### src/source/core_pkg.sv
package core_pkg;

    // =========================================================================
    // Sizes
    // =========================================================================

    localparam int num_lanes      = 3;
    localparam int num_read_ports = 2 * num_lanes;
    localparam int num_regs       = 64;
    localparam int word_width     = 32;
    localparam int reg_addr_width = $clog2(num_regs);
    localparam int opcode_width   = 4;
    localparam int imm_width      = 10;

    typedef logic [reg_addr_width-1:0] reg_addr_t;
    typedef logic [word_width-1:0]     word_t;

    // Codes 8 to 15 are not defined and decode as a no-op
    typedef enum logic [opcode_width-1:0] {
        op_add  = 4'd0,
        op_sub  = 4'd1,
        op_and  = 4'd2,
        op_or   = 4'd3,
        op_xor  = 4'd4,
        op_sll  = 4'd5,
        op_srl  = 4'd6,
        op_addi = 4'd7
    } alu_op_t;

    // =========================================================================
    // Instruction and pipeline payloads
    // =========================================================================

    // Raw 32-bit instruction with its fields listed from the top bit down
    typedef struct packed {
        logic [opcode_width-1:0] opcode;
        reg_addr_t               rd;
        reg_addr_t               rs1;
        reg_addr_t               rs2;
        logic [imm_width-1:0]    imm;
    } instr_t;

    // Slot 0 is the oldest instruction
    typedef struct packed {
        logic [num_lanes-1:0] valid;
        instr_t [num_lanes-1:0] slot;
    } bundle_t;

    typedef struct packed {
        logic      valid;
        alu_op_t   op;
        reg_addr_t rd;
        reg_addr_t rs1;
        reg_addr_t rs2;
        word_t     imm;
        logic      use_rs2;
    } uop_t;

    typedef uop_t [num_lanes-1:0] group_t;

    typedef struct packed {
        logic      valid;
        reg_addr_t rd;
        word_t     value;
    } result_t;

    typedef result_t [num_lanes-1:0] result_group_t;

endpackage

### src/source/issue_decoder.sv
`timescale 1ns/10ps

module issue_decoder (
    input  logic              clk,
    input  logic              reset,
    input  core_pkg::bundle_t in_bundle,
    input  logic              in_valid,
    output logic              in_ready,
    output core_pkg::group_t  issue_group,
    output logic              issue_valid,
    input  logic              issue_ready
);
    import core_pkg::*;

    bundle_t              held_q;
    logic [num_lanes-1:0] pending_q;
    logic                 run_q;
    logic                 use_held;
    bundle_t              src_bundle;
    logic [num_lanes-1:0] active;
    logic [num_lanes-1:0] issue_mask;
    group_t               slot_uop;

    function automatic uop_t decode_slot(instr_t instr);
        uop_t u;
        u.valid = 1'b0;
        u.rs1   = instr.rs1;
        u.rs2   = instr.rs2;
        u.imm   = {{(word_width-imm_width){instr.imm[imm_width-1]}}, instr.imm};
        // Top opcode bit set means an undefined code, turned into a no-op
        if (instr.opcode[opcode_width-1]) begin
            u.op = op_add;
            u.rd = '0;
        end else begin
            u.op = alu_op_t'(instr.opcode);
            u.rd = instr.rd;
        end
        u.use_rs2 = (u.op != op_addi);
        return u;
    endfunction

    function automatic logic rd_clash(group_t g);
        logic clash;
        clash = 1'b0;
        for (int i = 0; i < num_lanes; i++) begin
            for (int j = 0; j < i; j++) begin
                if (g[i].valid && g[j].valid && g[j].rd != '0 && g[i].rd == g[j].rd) begin
                    clash = 1'b1;
                end
            end
        end
        return clash;
    endfunction

    // Leftover slots of a split bundle take priority over the input port
    assign use_held   = |pending_q;
    assign src_bundle = use_held ? held_q : in_bundle;
    assign active     = use_held ? pending_q : ((in_valid && run_q) ? in_bundle.valid : '0);

    // =========================================================================
    // Group formation
    // =========================================================================

    always_comb begin
        logic stop;
        logic hazard;
        stop       = 1'b0;
        issue_mask = '0;
        for (int i = 0; i < num_lanes; i++) begin
            slot_uop[i] = decode_slot(src_bundle.slot[i]);
            hazard      = 1'b0;
            for (int j = 0; j < i; j++) begin
                if (issue_mask[j] && slot_uop[j].rd != '0 &&
                    (slot_uop[i].rs1 == slot_uop[j].rd ||
                     (slot_uop[i].use_rs2 && slot_uop[i].rs2 == slot_uop[j].rd) ||
                     slot_uop[i].rd == slot_uop[j].rd)) begin
                    hazard = 1'b1;
                end
            end
            // First hazard closes the group, later slots wait
            if (active[i] && !stop) begin
                if (hazard) begin
                    stop = 1'b1;
                end else begin
                    issue_mask[i] = 1'b1;
                end
            end
        end
        issue_group = slot_uop;
        for (int i = 0; i < num_lanes; i++) begin
            issue_group[i].valid = issue_mask[i];
        end
    end

    assign issue_valid = |issue_mask;
    assign in_ready    = run_q && !use_held && issue_ready;

    always_ff @(posedge clk or negedge reset) begin
        if (!reset) begin
            run_q     <= 1'b0;
            pending_q <= '0;
            held_q    <= '0;
        end else begin
            run_q <= 1'b1;
            if (issue_valid && issue_ready) begin
                pending_q <= active & ~issue_mask;
                if (!use_held) begin
                    held_q <= in_bundle;
                end
            end
        end
    end

    no_rd_clash: assert property (@(posedge clk) disable iff (!reset)
        issue_valid |-> !rd_clash(issue_group));

endmodule

### config.mk
export PLATFORM = sky130hd
export DESIGN_NAME = issue_decoder
export DESIGN_NICKNAME = d
export VERILOG_FILES = /design/src/source/core_pkg.sv /design/src/source/issue_decoder.sv
export SDC_FILE = /design/constraint.sdc
export NUM_CORES = 1
export LEC_CHECK = 0
export BUFFER_PORTS_ARGS = -buffer_cell sky130_fd_sc_hd__buf_4
export CAP_MARGIN = 20
export CORE_MARGIN = 4
export CORE_UTILIZATION = 33
export CTS_BUF_LIST = sky130_fd_sc_hd__clkbuf_4
export CTS_CLUSTER_DIAMETER = 100
export CTS_CLUSTER_SIZE = 10
export DETAILED_ROUTE_END_ITERATION = 10
export GPL_ROUTABILITY_DRIVEN = 0
export PLACE_DENSITY = 0.58
export SLEW_MARGIN = 30
export SYNTH_ARGS = -nofsm -noshare
export SYNTH_HDL_FRONTEND = slang
export SYNTH_SLANG_ARGS = --single-unit
### constraint.sdc
create_clock -name clk -period 2.8 [get_ports clk]
set_input_delay 0.42 -clock clk [delete_from_list [all_inputs] [get_ports clk]]
set_output_delay 0.42 -clock clk [all_outputs]
set_load 0.05 [all_outputs]
==> run summary <==
MaxCap Viol Count -> 0
top-count cell post-synth -> nand2_1
CP Cell Sequence -> buf_6 > nor2_4 > buf_4 > buf_12 > mux2i_2 > buf_4 > xnor2_1 > nand3_1 > o22ai_1 > o21a_1 > nor4_4 > buf_6
GRT Util Overall -> 0.1660
final setup vio count -> 2
Worst path max stage delay -> 440 ps
r2r worst-path depth -> 12
Max VDD drop -> 184.7 uV
RSZ-0062 raised after global routing -> true
Mapped Cells -> 758
CP Launch Type -> flop
Setup TNS -> -1051 ps
Pwr Total -> 5.128 mW
Fill cells -> 1,982
number of DRC markers in iteration 0 -> 275
Post-layout nets -> 1,060
RR Startpoint -> pending_q[1]$_DFFE_PN0P_
WHS Path Cells -> 2
post-synthesis cell area -> 6903 um2
DR pass1 iterations -> 4
post-synthesis async set-or-reset flop share -> 1.000
synth warn -> 0
worst skew pair latency -> 480 ps
Slew @ Worst Pin -> 745.8 ps
CP max stage cell -> dfrtp_1
# rows -> 52
Layout area overhead -> 37.36%
Area contributors post-synth -> dfrtp_1, buf_4, mux2_2, nand2_1, xnor2_1
average cell area after synthesis -> 9.107 um2
WL/cell -> 16.17 um
Starting Density -> 0.3379
RR Endpoint -> pending_q[2]$_DFFE_PN0P_
H-tree depth -> 3
outcome -> finished with violations
detailed placer's ending HPWL -> 15,210 um
failing checks -> negative setup slack
clk_skew -> 30.93 ps
Reg clk slew, reported paths -> 170 ps
Placement Setup Slack -> -30.22 ps
Longest Clk Path Bufs -> 2
HP Start -> in_bundle[57]
Die Wd -> 152.6 um
final setup margin -> -547.0 ps
die area -> 23,300 um2
worst hold path class -> in -> reg
Core Region -> 20,430 um2
layout cells sized above 1 -> 0.5260
Port Buf Inserts -> 269
post-synthesis sequential area ratio -> 0.3589
clock tree from TritonCTS -> done
pins over their slew limit -> 0
vias in the first global route -> 5,570
global-route wire length before repair -> 31,400 um
Num CTS Buffers -> 9
initial antenna violation count -> 1
post-layout util -> 0.4641
Max Freq -> 298.8 MHz
power per cell area -> 540.8 nW/um2
worst path required time -> 2380 ps
Routed Wire Length -> 19,940 um
post-synth top area share -> 0.3589
CP Class -> reg -> out
largest net degree at the start of global routing -> 55
io pins -> 273
GRT Residual Overflow -> 0
reg-to-reg slack, setup -> 180 ps
final period utilization -> 1.195
post-route ant nets -> 0
worst-path fanout max -> 8
CP arrival -> 2930 ps
clk root buf -> clkbuf_4
routed via count -> 5,718
P_leak -> 4.733 nW
commonest cells in the netlist -> nand2_1, buf_4, dfrtp_1
Yosys reg bits -> 99
EDFF count, synth -> 0
crit path time final -> 3347 ps
Hold EP -> held_q[57]$_DFFE_PN0P_
post-synth top area cell -> dfrtp_1
Sink Count -> 99
Rel. slew slack -> 0.5028
critical path endpoint category -> output pin
final hold violation count -> 0
Die Ht -> 152.6 um
# DRC -> 0
distinct cell type count after synthesis -> 38
top_reg_cell synth -> dfrtp_1
via/cell ratio -> 4.637
## metrics by stage
stage	cells	area (um2)	hold WS, ps
2_1_floorplan	760	6970	124.4
3_3_place_gp	1199	8855	461.0
3_5_place_dp	1199	8855	470.0
4_1_cts	1227	9400	107.5
5_1_grt	1233	9482	100.3
6_report	1233	9482	166.0
## report_power, final
group	total, mW	internal [mW]	leakage (nW)	switching, mW
Combinational	2.32	0.945	3.48	1.38
Sequential	1.99	1.78	1.19	0.214
Clock	0.812	0.282	0.0702	0.529
Total	5.13	3.01	4.73	2.12
## layout by cell type, fill, tap and decap left out, drive strengths merged, types with 3 or more instances in the layout
cell | synthesis | final
nor4b | 20 | 20
dfrtp | 99 | 99
clkinv | 1 | 4
nand3 | 6 | 6
nor3 | 3 | 3
nor3b | 8 | 8
a31o | 9 | 9
o21ai | 28 | 28
mux2 | 72 | 72
clkbuf | 16 | 10
xor2 | 7 | 7
nor2 | 3 | 3
o22ai | 3 | 3
and3 | 5 | 5
a31oi | 19 | 19
nor4 | 3 | 3
nand2 | 161 | 161
inv | 46 | 46
nand4 | 10 | 10
mux2i | 24 | 24
conb | 2 | 4
buf | 156 | 357
xnor2 | 47 | 47
## flip-flops by register name (all words and copies together), names as in the netlist
register and cells:
held_q 96, pending_q 2, run_q 1
## worst max-delay path, delay by kind of cell (launching register included)
family / cells / cell delay (ps)
flip-flops: 1 / 440
AND/OR/NAND/NOR: 3 / 580
AO/OA/AOI/OAI: 2 / 330
multiplexers: 1 / 240
XOR/XNOR: 1 / 60
buffers and inverters: 5 / 780
## logic make-up after synthesis
| family | after synthesis | synth area share |
|---|---|---|
| compound gates | 67 | 0.07287 |
| xor+xnor | 54 | 0.06851 |
| buf+inv | 219 | 0.1981 |
| flops | 99 | 0.3589 |
| mux | 96 | 0.1523 |
| other cells | 2 | 0.001088 |
| simple gates | 221 | 0.1483 |
## final cells by class
| class | count | area (um2) | share of cell area |
|---|---|---|---|
| tap | 270 | 337.8 | 0.03563 |
| clock buffer | 10 | 75.07 | 0.007918 |
| inverter | 47 | 176.4 | 0.01861 |
| sequential | 99 | 2477 | 0.2613 |
| clock inverter | 6 | 66.31 | 0.006994 |
| multi-input combinational | 442 | 3346 | 0.3529 |
| timing repair buffer | 358 | 3000 | 0.3164 |
| antenna | 1 | 2.502 | 0.0002639 |
## worst max-delay path by stage
stage | end | start | slack (ps) | cells past startpoint
final | issue_group[167] | pending_q[1]$_DFFE_PN0P_ | -550 | 12
after global routing | issue_group[167] | pending_q[1]$_DFFE_PN0P_ | -750 | 12
after CTS | issue_group[167] | pending_q[2]$_DFFE_PN0P_ | -540 | 11
after detailed placement | issue_group[111] | pending_q[1]$_DFFE_PN0P_ | -30 | 10
after global placement | issue_group[167] | pending_q[1]$_DFFE_PN0P_ | -10 | 9
after floorplan | issue_group[167] | pending_q[1]$_DFFE_PN0P_ | -270 | 10
## metal layers
metal  routed length [um]  vias up  share of wire  global-route usage
li1                     -     2786              -                   -
met3                 1139       13          0.057             0.04345
met4                  225        0          0.011             0.04073
met2                 9703      162           0.49              0.2731
met5                    0        -              0                   0
met1                 8871     2757           0.44              0.2191
## timing repair
item                                   4_1_cts  5_1_grt
cloned                                       1        0
hold buffers                                 1        0
gates resized for setup                     61       16
setup endpoints to repair                   48       75
setup buffers                               10        6
endpoints found under the hold margin       39        0
pin swaps                                   10        6
Note: power is estimated with default switching activity, not from simulation.
