File: config.mk
export PLATFORM = sky130hd
export DESIGN_NAME = commit_stage
export DESIGN_NICKNAME = d
export VERILOG_FILES = /design/src/source/core_pkg.sv /design/src/source/commit_stage.sv
export SDC_FILE = /design/constraint.sdc
export NUM_CORES = 1
export LEC_CHECK = 0
export ABC_AREA = 1
export BUFFER_PORTS_ARGS = -buffer_cell sky130_fd_sc_hd__buf_2
export CORE_AREA = 2 2 139 141
export CTS_CLUSTER_SIZE = 14
export DETAILED_ROUTE_END_ITERATION = 6
export DIE_AREA = 0 0 141 143
export MAX_ROUTING_LAYER = met4
export PLACE_DENSITY_LB_ADDON = 0.08
export SETUP_SLACK_MARGIN = 0.1
export SKIP_LAST_GASP = 1
export SLEW_MARGIN = 40
export SYNTH_ARGS = -nofsm -noshare
export SYNTH_HDL_FRONTEND = slang
export SYNTH_SLANG_ARGS = --single-unit
export TNS_END_PERCENT = 100
File: constraint.sdc
create_clock -name clk -period 1.2 [get_ports clk]
set_input_delay 0.06 -clock clk [delete_from_list [all_inputs] [get_ports clk]]
set_output_delay 0.06 -clock clk [all_outputs]
set_load 0.05 [all_outputs]
File: src/source/core_pkg.sv
package core_pkg;

    // =========================================================================
    // Sizes
    // =========================================================================

    localparam int num_lanes      = 3;
    localparam int num_read_ports = 2 * num_lanes;
    localparam int num_regs       = 64;
    localparam int word_width     = 32;
    localparam int reg_addr_width = $clog2(num_regs);
    localparam int opcode_width   = 4;
    localparam int imm_width      = 10;

    typedef logic [reg_addr_width-1:0] reg_addr_t;
    typedef logic [word_width-1:0]     word_t;

    // Codes 8 to 15 are not defined and decode as a no-op
    typedef enum logic [opcode_width-1:0] {
        op_add  = 4'd0,
        op_sub  = 4'd1,
        op_and  = 4'd2,
        op_or   = 4'd3,
        op_xor  = 4'd4,
        op_sll  = 4'd5,
        op_srl  = 4'd6,
        op_addi = 4'd7
    } alu_op_t;

    // =========================================================================
    // Instruction and pipeline payloads
    // =========================================================================

    // Raw 32-bit instruction with its fields listed from the top bit down
    typedef struct packed {
        logic [opcode_width-1:0] opcode;
        reg_addr_t               rd;
        reg_addr_t               rs1;
        reg_addr_t               rs2;
        logic [imm_width-1:0]    imm;
    } instr_t;

    // Slot 0 is the oldest instruction
    typedef struct packed {
        logic [num_lanes-1:0] valid;
        instr_t [num_lanes-1:0] slot;
    } bundle_t;

    typedef struct packed {
        logic      valid;
        alu_op_t   op;
        reg_addr_t rd;
        reg_addr_t rs1;
        reg_addr_t rs2;
        word_t     imm;
        logic      use_rs2;
    } uop_t;

    typedef uop_t [num_lanes-1:0] group_t;

    typedef struct packed {
        logic      valid;
        reg_addr_t rd;
        word_t     value;
    } result_t;

    typedef result_t [num_lanes-1:0] result_group_t;

endpackage

File: src/source/commit_stage.sv
`timescale 1ns/10ps

module commit_stage (
    input  logic                                          clk,
    input  logic                                          reset,
    input  core_pkg::result_group_t                       exec_results,
    input  logic                                          exec_valid,
    output logic                                          exec_ready,
    output core_pkg::result_group_t                       out_results,
    output logic                                          out_valid,
    input  logic                                          out_ready,
    output core_pkg::result_t [core_pkg::num_lanes-1:0]  commits
);
    import core_pkg::*;

    result_group_t res_q;
    logic          full_q;
    logic          fire;

    assign fire        = out_valid && out_ready;
    assign out_valid   = full_q;
    assign out_results = res_q;
    assign exec_ready  = !full_q || out_ready;

    // Register file sees a write only on the output transfer
    for (genvar l = 0; l < num_lanes; l++) begin : g_commit
        assign commits[l].valid = res_q[l].valid && fire;
        assign commits[l].rd    = res_q[l].rd;
        assign commits[l].value = res_q[l].value;
    end

    always_ff @(posedge clk or negedge reset) begin
        if (!reset) begin
            full_q <= 1'b0;
            res_q  <= '0;
        end else if (exec_ready) begin
            full_q <= exec_valid;
            if (exec_valid) begin
                res_q <= exec_results;
            end
        end
    end

    hold_while_stalled: assert property (@(posedge clk) disable iff (!reset)
        out_valid && !out_ready |=> out_valid && $stable(out_results));

endmodule

==> results, run 1 <==
- The final standard cell count with taps included and fillers excluded is around 1300.
- The number of antenna violations at the first check in global routing is 0.
- The total placed cells including tap cells is approximately 1100.
- The first global-routing pass estimated around 30 mm of wire.
- Among cell families on the critical path, the largest total delay comes from flip-flops.
- Of the cells placed in the final design, the portion with a size suffix greater than 1 is approximately 54%.
- The arrival time of the worst setup path is around 1.6 ns.
- The clock passes through at most 2 buffers.
- For this block, the via count after detailed routing is about 6000.
- The delay of the slowest cell on the worst path is 0.44 ns.
- Setup repair after global routing could not meet its margin everywhere.
- The count of boundary I/O pins is about 360.
- The cell taking the most area after synthesis is sky130_fd_sc_hd__dfrtp_1.
- Traced cell by cell, the critical path runs through nand2_4 -> buf_12 -> nand2_8 -> clkbuf_16 -> nand2_2 -> nand2_2.
- The CTS tree is done.
- For this block, the initial DRC count from the detailed router was between 200 and 250.
- The initial cell density of the core is ~30%.
- From synthesis to final layout, the design area changed by 102%.
- The post-synthesis sequential area ratio is a little over half.
- The clock root buffer is sky130_fd_sc_hd__clkbuf_16.
- For the worst flop-to-flop path, the logic depth is 6.
- Synthesis produced a netlist with a net count of 753.
- The slew of the pin with the lowest slew margin is around 0.35 ns.
- The core area is roughly 19000 um2.
- The mean number of vias per cell is approximately 4.5.
- The die is 143 um tall.
- The wire-length estimate of the detail-placed layout is around 12 mm.
- The floorplan has 50 rows.
- The worst slack after detailed placement is 0.0811 ns.
- The final worst slack is -0.0528 ns.
- The later pin in the worst-skew pair is clocked with a latency of 0.41 ns.
- The average instance area after synthesis is slightly below 9 um2.
- The final hold violation count was 0.
- The total clock sinks is between 100 and 150.
- The final number of max-transition violations is 0.
- The count of maximum capacitance violations is 0.
- Of all nets on the critical path, the largest fanout is 6.
- The number of global-route vias before repair is 5693.
- The Yosys step of the flow raised 0 warnings.
- Counting both buffers and inverters, the worst setup path holds a total of 2.
- Between clock sinks in the finished design, the worst skew comes to slightly below 0.01 ns.
- The classification of the worst setup path is register to register.
- The most numerous cell type found on the critical path is sky130_fd_sc_hd__nand2_2.
- The library cells used most frequently in the layout, excluding fill and tap cells, are sky130_fd_sc_hd__buf_6, sky130_fd_sc_hd__nand2_1, sky130_fd_sc_hd__dlygate4sd3_1, sky130_fd_sc_hd__buf_2, sky130_fd_sc_hd__nand3_1.
- Timing would allow up to 798 MHz.
- The type of the tightest min-delay check is primary input to async pin.
- The total CTS buffers is 17.
- The top-area cell type share of the netlist area is a little over half.
- The required time at the worst-slack endpoint is 1.50 ns.
- The slowest cell on the critical path is sky130_fd_sc_hd__dfrtp_2.
- After synthesis the netlist holds a flip-flop and latch count of about 120.
- The design draws 19.7 mW.
- The post-synthesis instance area is between 5000 and 6000 um2.
- The die area is 20200 um2.
- The H-tree depth is 4.
- The total wire length after detailed routing is roughly 22 mm.
- The number of antenna-violating nets in the routed design is 0.
- The final count of negative-setup-slack endpoints is about 120.
- The most common library cell in the layout ignoring fill and taps is sky130_fd_sc_hd__buf_6.
- The final core utilization is 60.5%.
- The endpoint type of the worst setup path is a register.
- The final net count is approximately 1200.
- In the final routed layout, each cell accounts on average for about 17 um.
- The die outline width is 141 um.
- The leakage power figure is roughly 6 nW.
- The antenna cell count is 0.
- The power density over the cells is between 1500 and 2000 nW/um2.
- The final reports fail on negative setup slack.
- In the global route stage, overall resource usage came out at 19.6%.
- The number of detailed-route iterations in the first pass is 4.
- The final cycle utilization of the critical path is 104%.
- The reg-to-reg setup timing slack is -0.05 ns.
- The number of distinct standard cells referenced by the synthesized netlist is 11.
- The maximum number of pins on one net before global-route repair is 61.
- Hold is met by 0.0919 ns.
- Routability-driven placement finished with a final weighted congestion of between 0.7 and 0.8.
- In this run the tightest slew margin relative to its limit is ~77%.
- The flow ran to the end, but the final reports show violations.
- The endpoint identified for the worst register-to-register timing path is commits[52].
- The type of origin of the critical path is a register.
- The total overflow left after global routing is 0.
- The total of buffers placed on input and output ports is between 300 and 400.
- Clock-pin slew was measured on the worst setup and hold paths at around 0.050 ns.
- The startpoint identified for the worst register-to-register timing path is out_valid.
- Yosys attributes the largest share of cell area to sky130_fd_sc_hd__dfrtp_1, sky130_fd_sc_hd__buf_4, sky130_fd_sc_hd__nand2_1.
- The number of remaining DRC errors is 0.
- The worst voltage drop across the vdd grid is between 0.9 and 1 mV.
- In this run the number of cells on the critical path is 6.
- The shortest clock period the worst path allows after layout is between 1 and 1.5 ns.
- The cell count after synthesis is between 600 and 700.
metrics by stage:
step | TNS [ns] | area [um2]
2_1_floorplan | 0 | 5740
3_3_place_gp | 0 | 6910
3_5_place_dp | 0 | 6910
4_1_cts | -2.42 | 9800
5_1_grt | -9.46 | 11200
6_report | -3.13 | 11200
cells in the mapped netlist (all sizes together):
cell    number
nand2      238
buf        145
dfrtp      118
nand3      117
clkbuf       7
inv          4
nor2         3
registers in the layout, summed over array words and instances, names as in the netlist:
name,count
out_results,3
out_valid,1
commits,114
power breakdown:
part | leakage [nW] | total (mW) | switching [mW] | internal, mW
sequential | 1.42 | 5.30 | 0.744 | 4.56
clock | 0.316 | 5.52 | 1.78 | 3.74
combinational | 4.11 | 8.86 | 5.55 | 3.31
total | 5.85 | 19.7 | 8.08 | 11.6
layout make-up:
| cell class | instances | area (um2) |
|---|---|---|
| fill | 1535 | 7340 |
| timing repair buffer | 553 | 5400 |
| sequential | 118 | 2990 |
| multi-input combinational | 360 | 1900 |
| clock buffer | 24 | 502 |
| tap | 234 | 293 |
| clock inverter | 8 | 143 |
| inverter | 4 | 15.0 |
logic make-up after synthesis:
| family | share of synthesized area [%] |
|---|---|
| buffers and inverters | 19.9 |
| DFF | 53.1 |
| and+or+nand+nor | 27.0 |
layer usage:
metal	vias to the layer above	global-route usage, %	wire length (um)
li1	2744	-	-
met5	-	-	0
met3	21	4.26	1150
met4	0	6.16	284
met2	240	35.7	12100
met1	2825	21.5	8730
worst max path at each step:
| stage | slack, ns | from | to |
|---|---|---|---|
| after global routing | -0.10 | out_valid | commits[82] |
| after global placement | 0.09 | out_valid | exec_ready |
| after floorplan | 0.02 | out_valid | commits[11] |
| final | -0.05 | out_valid | commits[52] |
| after detailed placement | 0.08 | out_valid | exec_ready |
| after CTS | -0.07 | out_valid | commits[116] |
worst reg2reg max path, cell delays in order, from the launching register on:
cell and delay, ns:
sky130_fd_sc_hd__dfrtp_2 0.44, sky130_fd_sc_hd__nand2_4 0.10, sky130_fd_sc_hd__buf_12 0.16, sky130_fd_sc_hd__nand2_8 0.12, sky130_fd_sc_hd__clkbuf_16 0.20, sky130_fd_sc_hd__nand2_2 0.07, sky130_fd_sc_hd__nand2_2 0.05
what timing repair did:
action,CTS,global route
hold buffers,118,0
gates cloned,3,15
gates resized for setup,334,231
endpoints found under the setup margin,266,327
pin swaps,1,17
hold endpoints to repair,235,0
setup buffers,4,47
Note: power is estimated with default switching activity, not from simulation.
==> inputs of run 2 (changes only) <==
--- a/config.mk
+++ b/config.mk
@@ -19,4 +19,3 @@
 export SYNTH_ARGS = -nofsm -noshare
 export SYNTH_HDL_FRONTEND = slang
 export SYNTH_SLANG_ARGS = --single-unit
-export TNS_END_PERCENT = 100
==> constraint.sdc (replaced) <==
create_clock -name clk -period 1.2 [get_ports clk]
set_input_delay 0.24 -clock clk [delete_from_list [all_inputs] [get_ports clk]]
set_output_delay 0.24 -clock clk [all_outputs]
set_load 0.05 [all_outputs]
==> run 2 against run 1 <==
Effect of this change: the flow still finishes with violations (negative setup slack); sequential power increased by 2%; die area unchanged; core utilization decreased by 0.42 points; critical endpoint is now commits[116]; sequential share of layout area increased by 1.2 points; highest routed layer unchanged; global-route usage increased by 1.0 points; first-iteration DRC count decreased by 40%; clock-buffer cell count decreased by 3.
==> results, run 2 (same netlist as run 1, synthesis figures left out) <==
- The die covers just over 20000 um2.
- The most common library cell in the layout ignoring fill and taps is sky130_fd_sc_hd__buf_6.
- Of all nets on the critical path, the largest fanout is 3.
- The HPWL after detailed placement is 12.1 mm.
- The delay of the slowest cell on the worst path is 0.42 ns.
- The mean number of vias per cell is around 4.6.
- The share of cells above drive strength 1 is between 80 and 90%.
- The design draws a little under 20 mW.
- The floorplan step set the die width to ~140 um.
- The final number of max-transition violations came to 0.
- In this run the standard cell core region covers 18600 um2.
- The total of buffers placed on input and output ports is 356.
- The final worst slack is -0.218 ns.
- The initial cell density of the core is ~30%.
- The final hold violation count is 0.
- The number of cells on the worst reg-to-reg path is 8.
- The total clock sinks is ~120.
- The number of global-route vias before repair came to 5305.
- Data on the critical path is required at its endpoint by between 0.9 and 1 ns.
- After detailed routing, the average wire length per cell comes to approximately 19 um.
- Entering global routing, the biggest net connects between 50 and 60 pins.
- The slew of the pin with the lowest slew margin is 0.367 ns.
- Across all register-to-register paths, the minimum setup slack is -0.22 ns.
- The checks that failed: negative setup slack.
- The tool flagged a number of max-cap violations equal to 0.
- The reg-to-reg critical path startpoint is out_valid.
- Cells fill roughly three fifths of the core in the end.
- After detailed routing, the total wire length is 22.5 mm.
- The total CTS buffers is 17.
- Global routing consumed, on the met3 layer, under 10% of the routing resources.
- For this run, the post-layout net count is approximately 1100.
- The worst slack after detailed placement is around 0.024 ns.
- The clock tree synthesis step divided the H-tree into 4 levels.
- In this run the worst hold path is classified as primary input to register.
- In the finished design, the share of the clock period the worst path needs comes to 118%.
- Along the worst hold path, the cell count comes to 3.
- The height of the die is 143 um.
- The count of boundary I/O pins is roughly 360.
- The post-route cell area is around 11000 um2.
- Global routing consumed, on the met1 layer, approximately a quarter of the routing resources.
- The library cells used most frequently in the layout, excluding fill and tap cells, are sky130_fd_sc_hd__buf_6, sky130_fd_sc_hd__nand2_1, sky130_fd_sc_hd__buf_2.
- The final count of negative-setup-slack endpoints is roughly 350.
- The clock root buffer is sky130_fd_sc_hd__clkbuf_16.
- The total placed cells including tap cells is approximately 1100.
- Setup repair after global routing could not meet its margin everywhere.
- The number of antenna violations at the first check in global routing is 1.
- Clock skew on the completed layout was measured at ~0.0047 ns.
- The signed area change from the synthesized netlist to the final layout is 101%.
- STA puts the critical path data arrival time at 1.18 ns.
- TritonCTS built the clock tree.
- The power density over the cells is 1750 nW/um2.
- Among all stages on the critical path, the largest delay is contributed by sky130_fd_sc_hd__dfrtp_2.
- The maximum clock path buffer count is 2.
- The number of core rows is 50.
- At the end of routability-driven placement, the weighted congestion stood at about 0.77.
- The flip-flop and latch area is ~3100 um2.
- The CTS clock-pin slew for the worst setup and hold paths is about 0.05 ns.
- The register with the most flip-flops in the layout has 114 of them.
- The total of fill cells in the finished design is 1503.
- Summed over all cells, the static leakage comes to around 5.6 nW.
- The area taken by multi-input logic gates is 2360 um2.
- The hold path startpoint is exec_results[7].
- The first global-routing pass estimated 30.5 mm of wire.
- The smallest clock period supported by the final layout is computed as 1.42 ns.
- The routed via count is around 5600.
- In this run the remaining antenna-violating nets after routing total 0.
- For this run, the top clock speed supported by timing is between 700 and 800 MHz.
- The number of detailed-route iterations in the first pass is 4.
- The signal on the critical path passes through nand2_4 -> nor2_4 -> buf_8.
- The clock reaches the later pin of the worst-skew pair after 0.42 ns.
- The number of remaining DRC errors is 0.
- The final worst hold slack is approximately 0.052 ns.
- The DRC violation total after the first TritonRoute iteration is between 100 and 150.
- The capture point of the worst reg-to-reg path is commits[24].
- The worst voltage drop across the vdd grid is 1.00 mV.
- For met2 alone, demand over resource in global routing was roughly 36%.
- The worst hold path endpoint is commits[7].
- Across every metal layer, demand over resource in global routing totals just over 20%.
- The classification of the worst setup path is register to primary output.
- In this run the most used layer during global routing was met2.
- STA classifies the critical path endpoint as a primary output.
- The tightest slew margin relative to the limit is 75.5%.
- The remaining global-route overflow is 0.
- The type of origin of the critical path is a register.
- Setup total negative slack on the finished layout was measured at -25.61 ns.
- The run finished, with violations left.
- After detailed placement, the total cell area comes to between 6000 and 7000 um2.
- The final standard cell count with taps included and fillers excluded is 1212.
[run 2: cell count changes in the layout (fill, tap and decap cells not counted), sizes merged]
cell         change
dlygate4sd3    -117
buf             +32
clkbuf           -7
clkinv           +3
bufinv           -2
diode            +2
clkinvlp         +1
nand2            -1
[run 2: worst max path at each step]
stage / from / to / slack, ns / cells after the start
6_report: out_valid / commits[116] / -0.22 / 3
2_1_floorplan: out_valid / commits[116] / -0.01 / 2
5_1_grt: out_valid / commits[38] / -0.26 / 3
3_5_place_dp: out_valid / commits[97] / 0.02 / 4
4_1_cts: out_valid / commits[116] / -0.23 / 3
3_3_place_gp: out_valid / commits[29] / 0.07 / 4
[run 2: area by class of cell]
| class | instances | area share, % |
|---|---|---|
| repair buffers | 464 | 43.2 |
| flip-flops and latches | 118 | 27.8 |
| diodes | 2 | 0.0448 |
| clock buffers | 21 | 4.13 |
| inverters | 4 | 0.135 |
| multi-input cells | 359 | 21.1 |
| clock inverters | 10 | 0.942 |
| well taps | 234 | 2.62 |
[run 2: worst max-delay path: cells and delay by family (launching register included)]
kind	cells	cell delay, ns
AND/OR/NAND/NOR	2	0.20
flip-flops	1	0.42
buffers and inverters	1	0.15
[run 2: metal layers]
metal  routed length, um  up-vias  share of wire, %
met5                   0        -                 0
met4                 497        0               2.2
met3                1180       32               5.3
met2               12300      239                55
met1                8520     2735                38
li1                    -     2570                 -
[run 2: report_power, final]
part,internal [mW],switching (mW)
logic,3.52,5.69
clock network,3.12,1.79
registers,4.64,0.781
[run 2: repair_timing]
| action | in CTS | in global routing |
|---|---|---|
| cloned | 18 | 8 |
| hold buffers | 1 | 0 |
| buffers inserted | 17 | 59 |
| pin swaps | 7 | 62 |
| endpoints found under the setup margin | 352 | 354 |
| hold endpoints to repair | 15 | 0 |
| gates resized for setup | 527 | 197 |
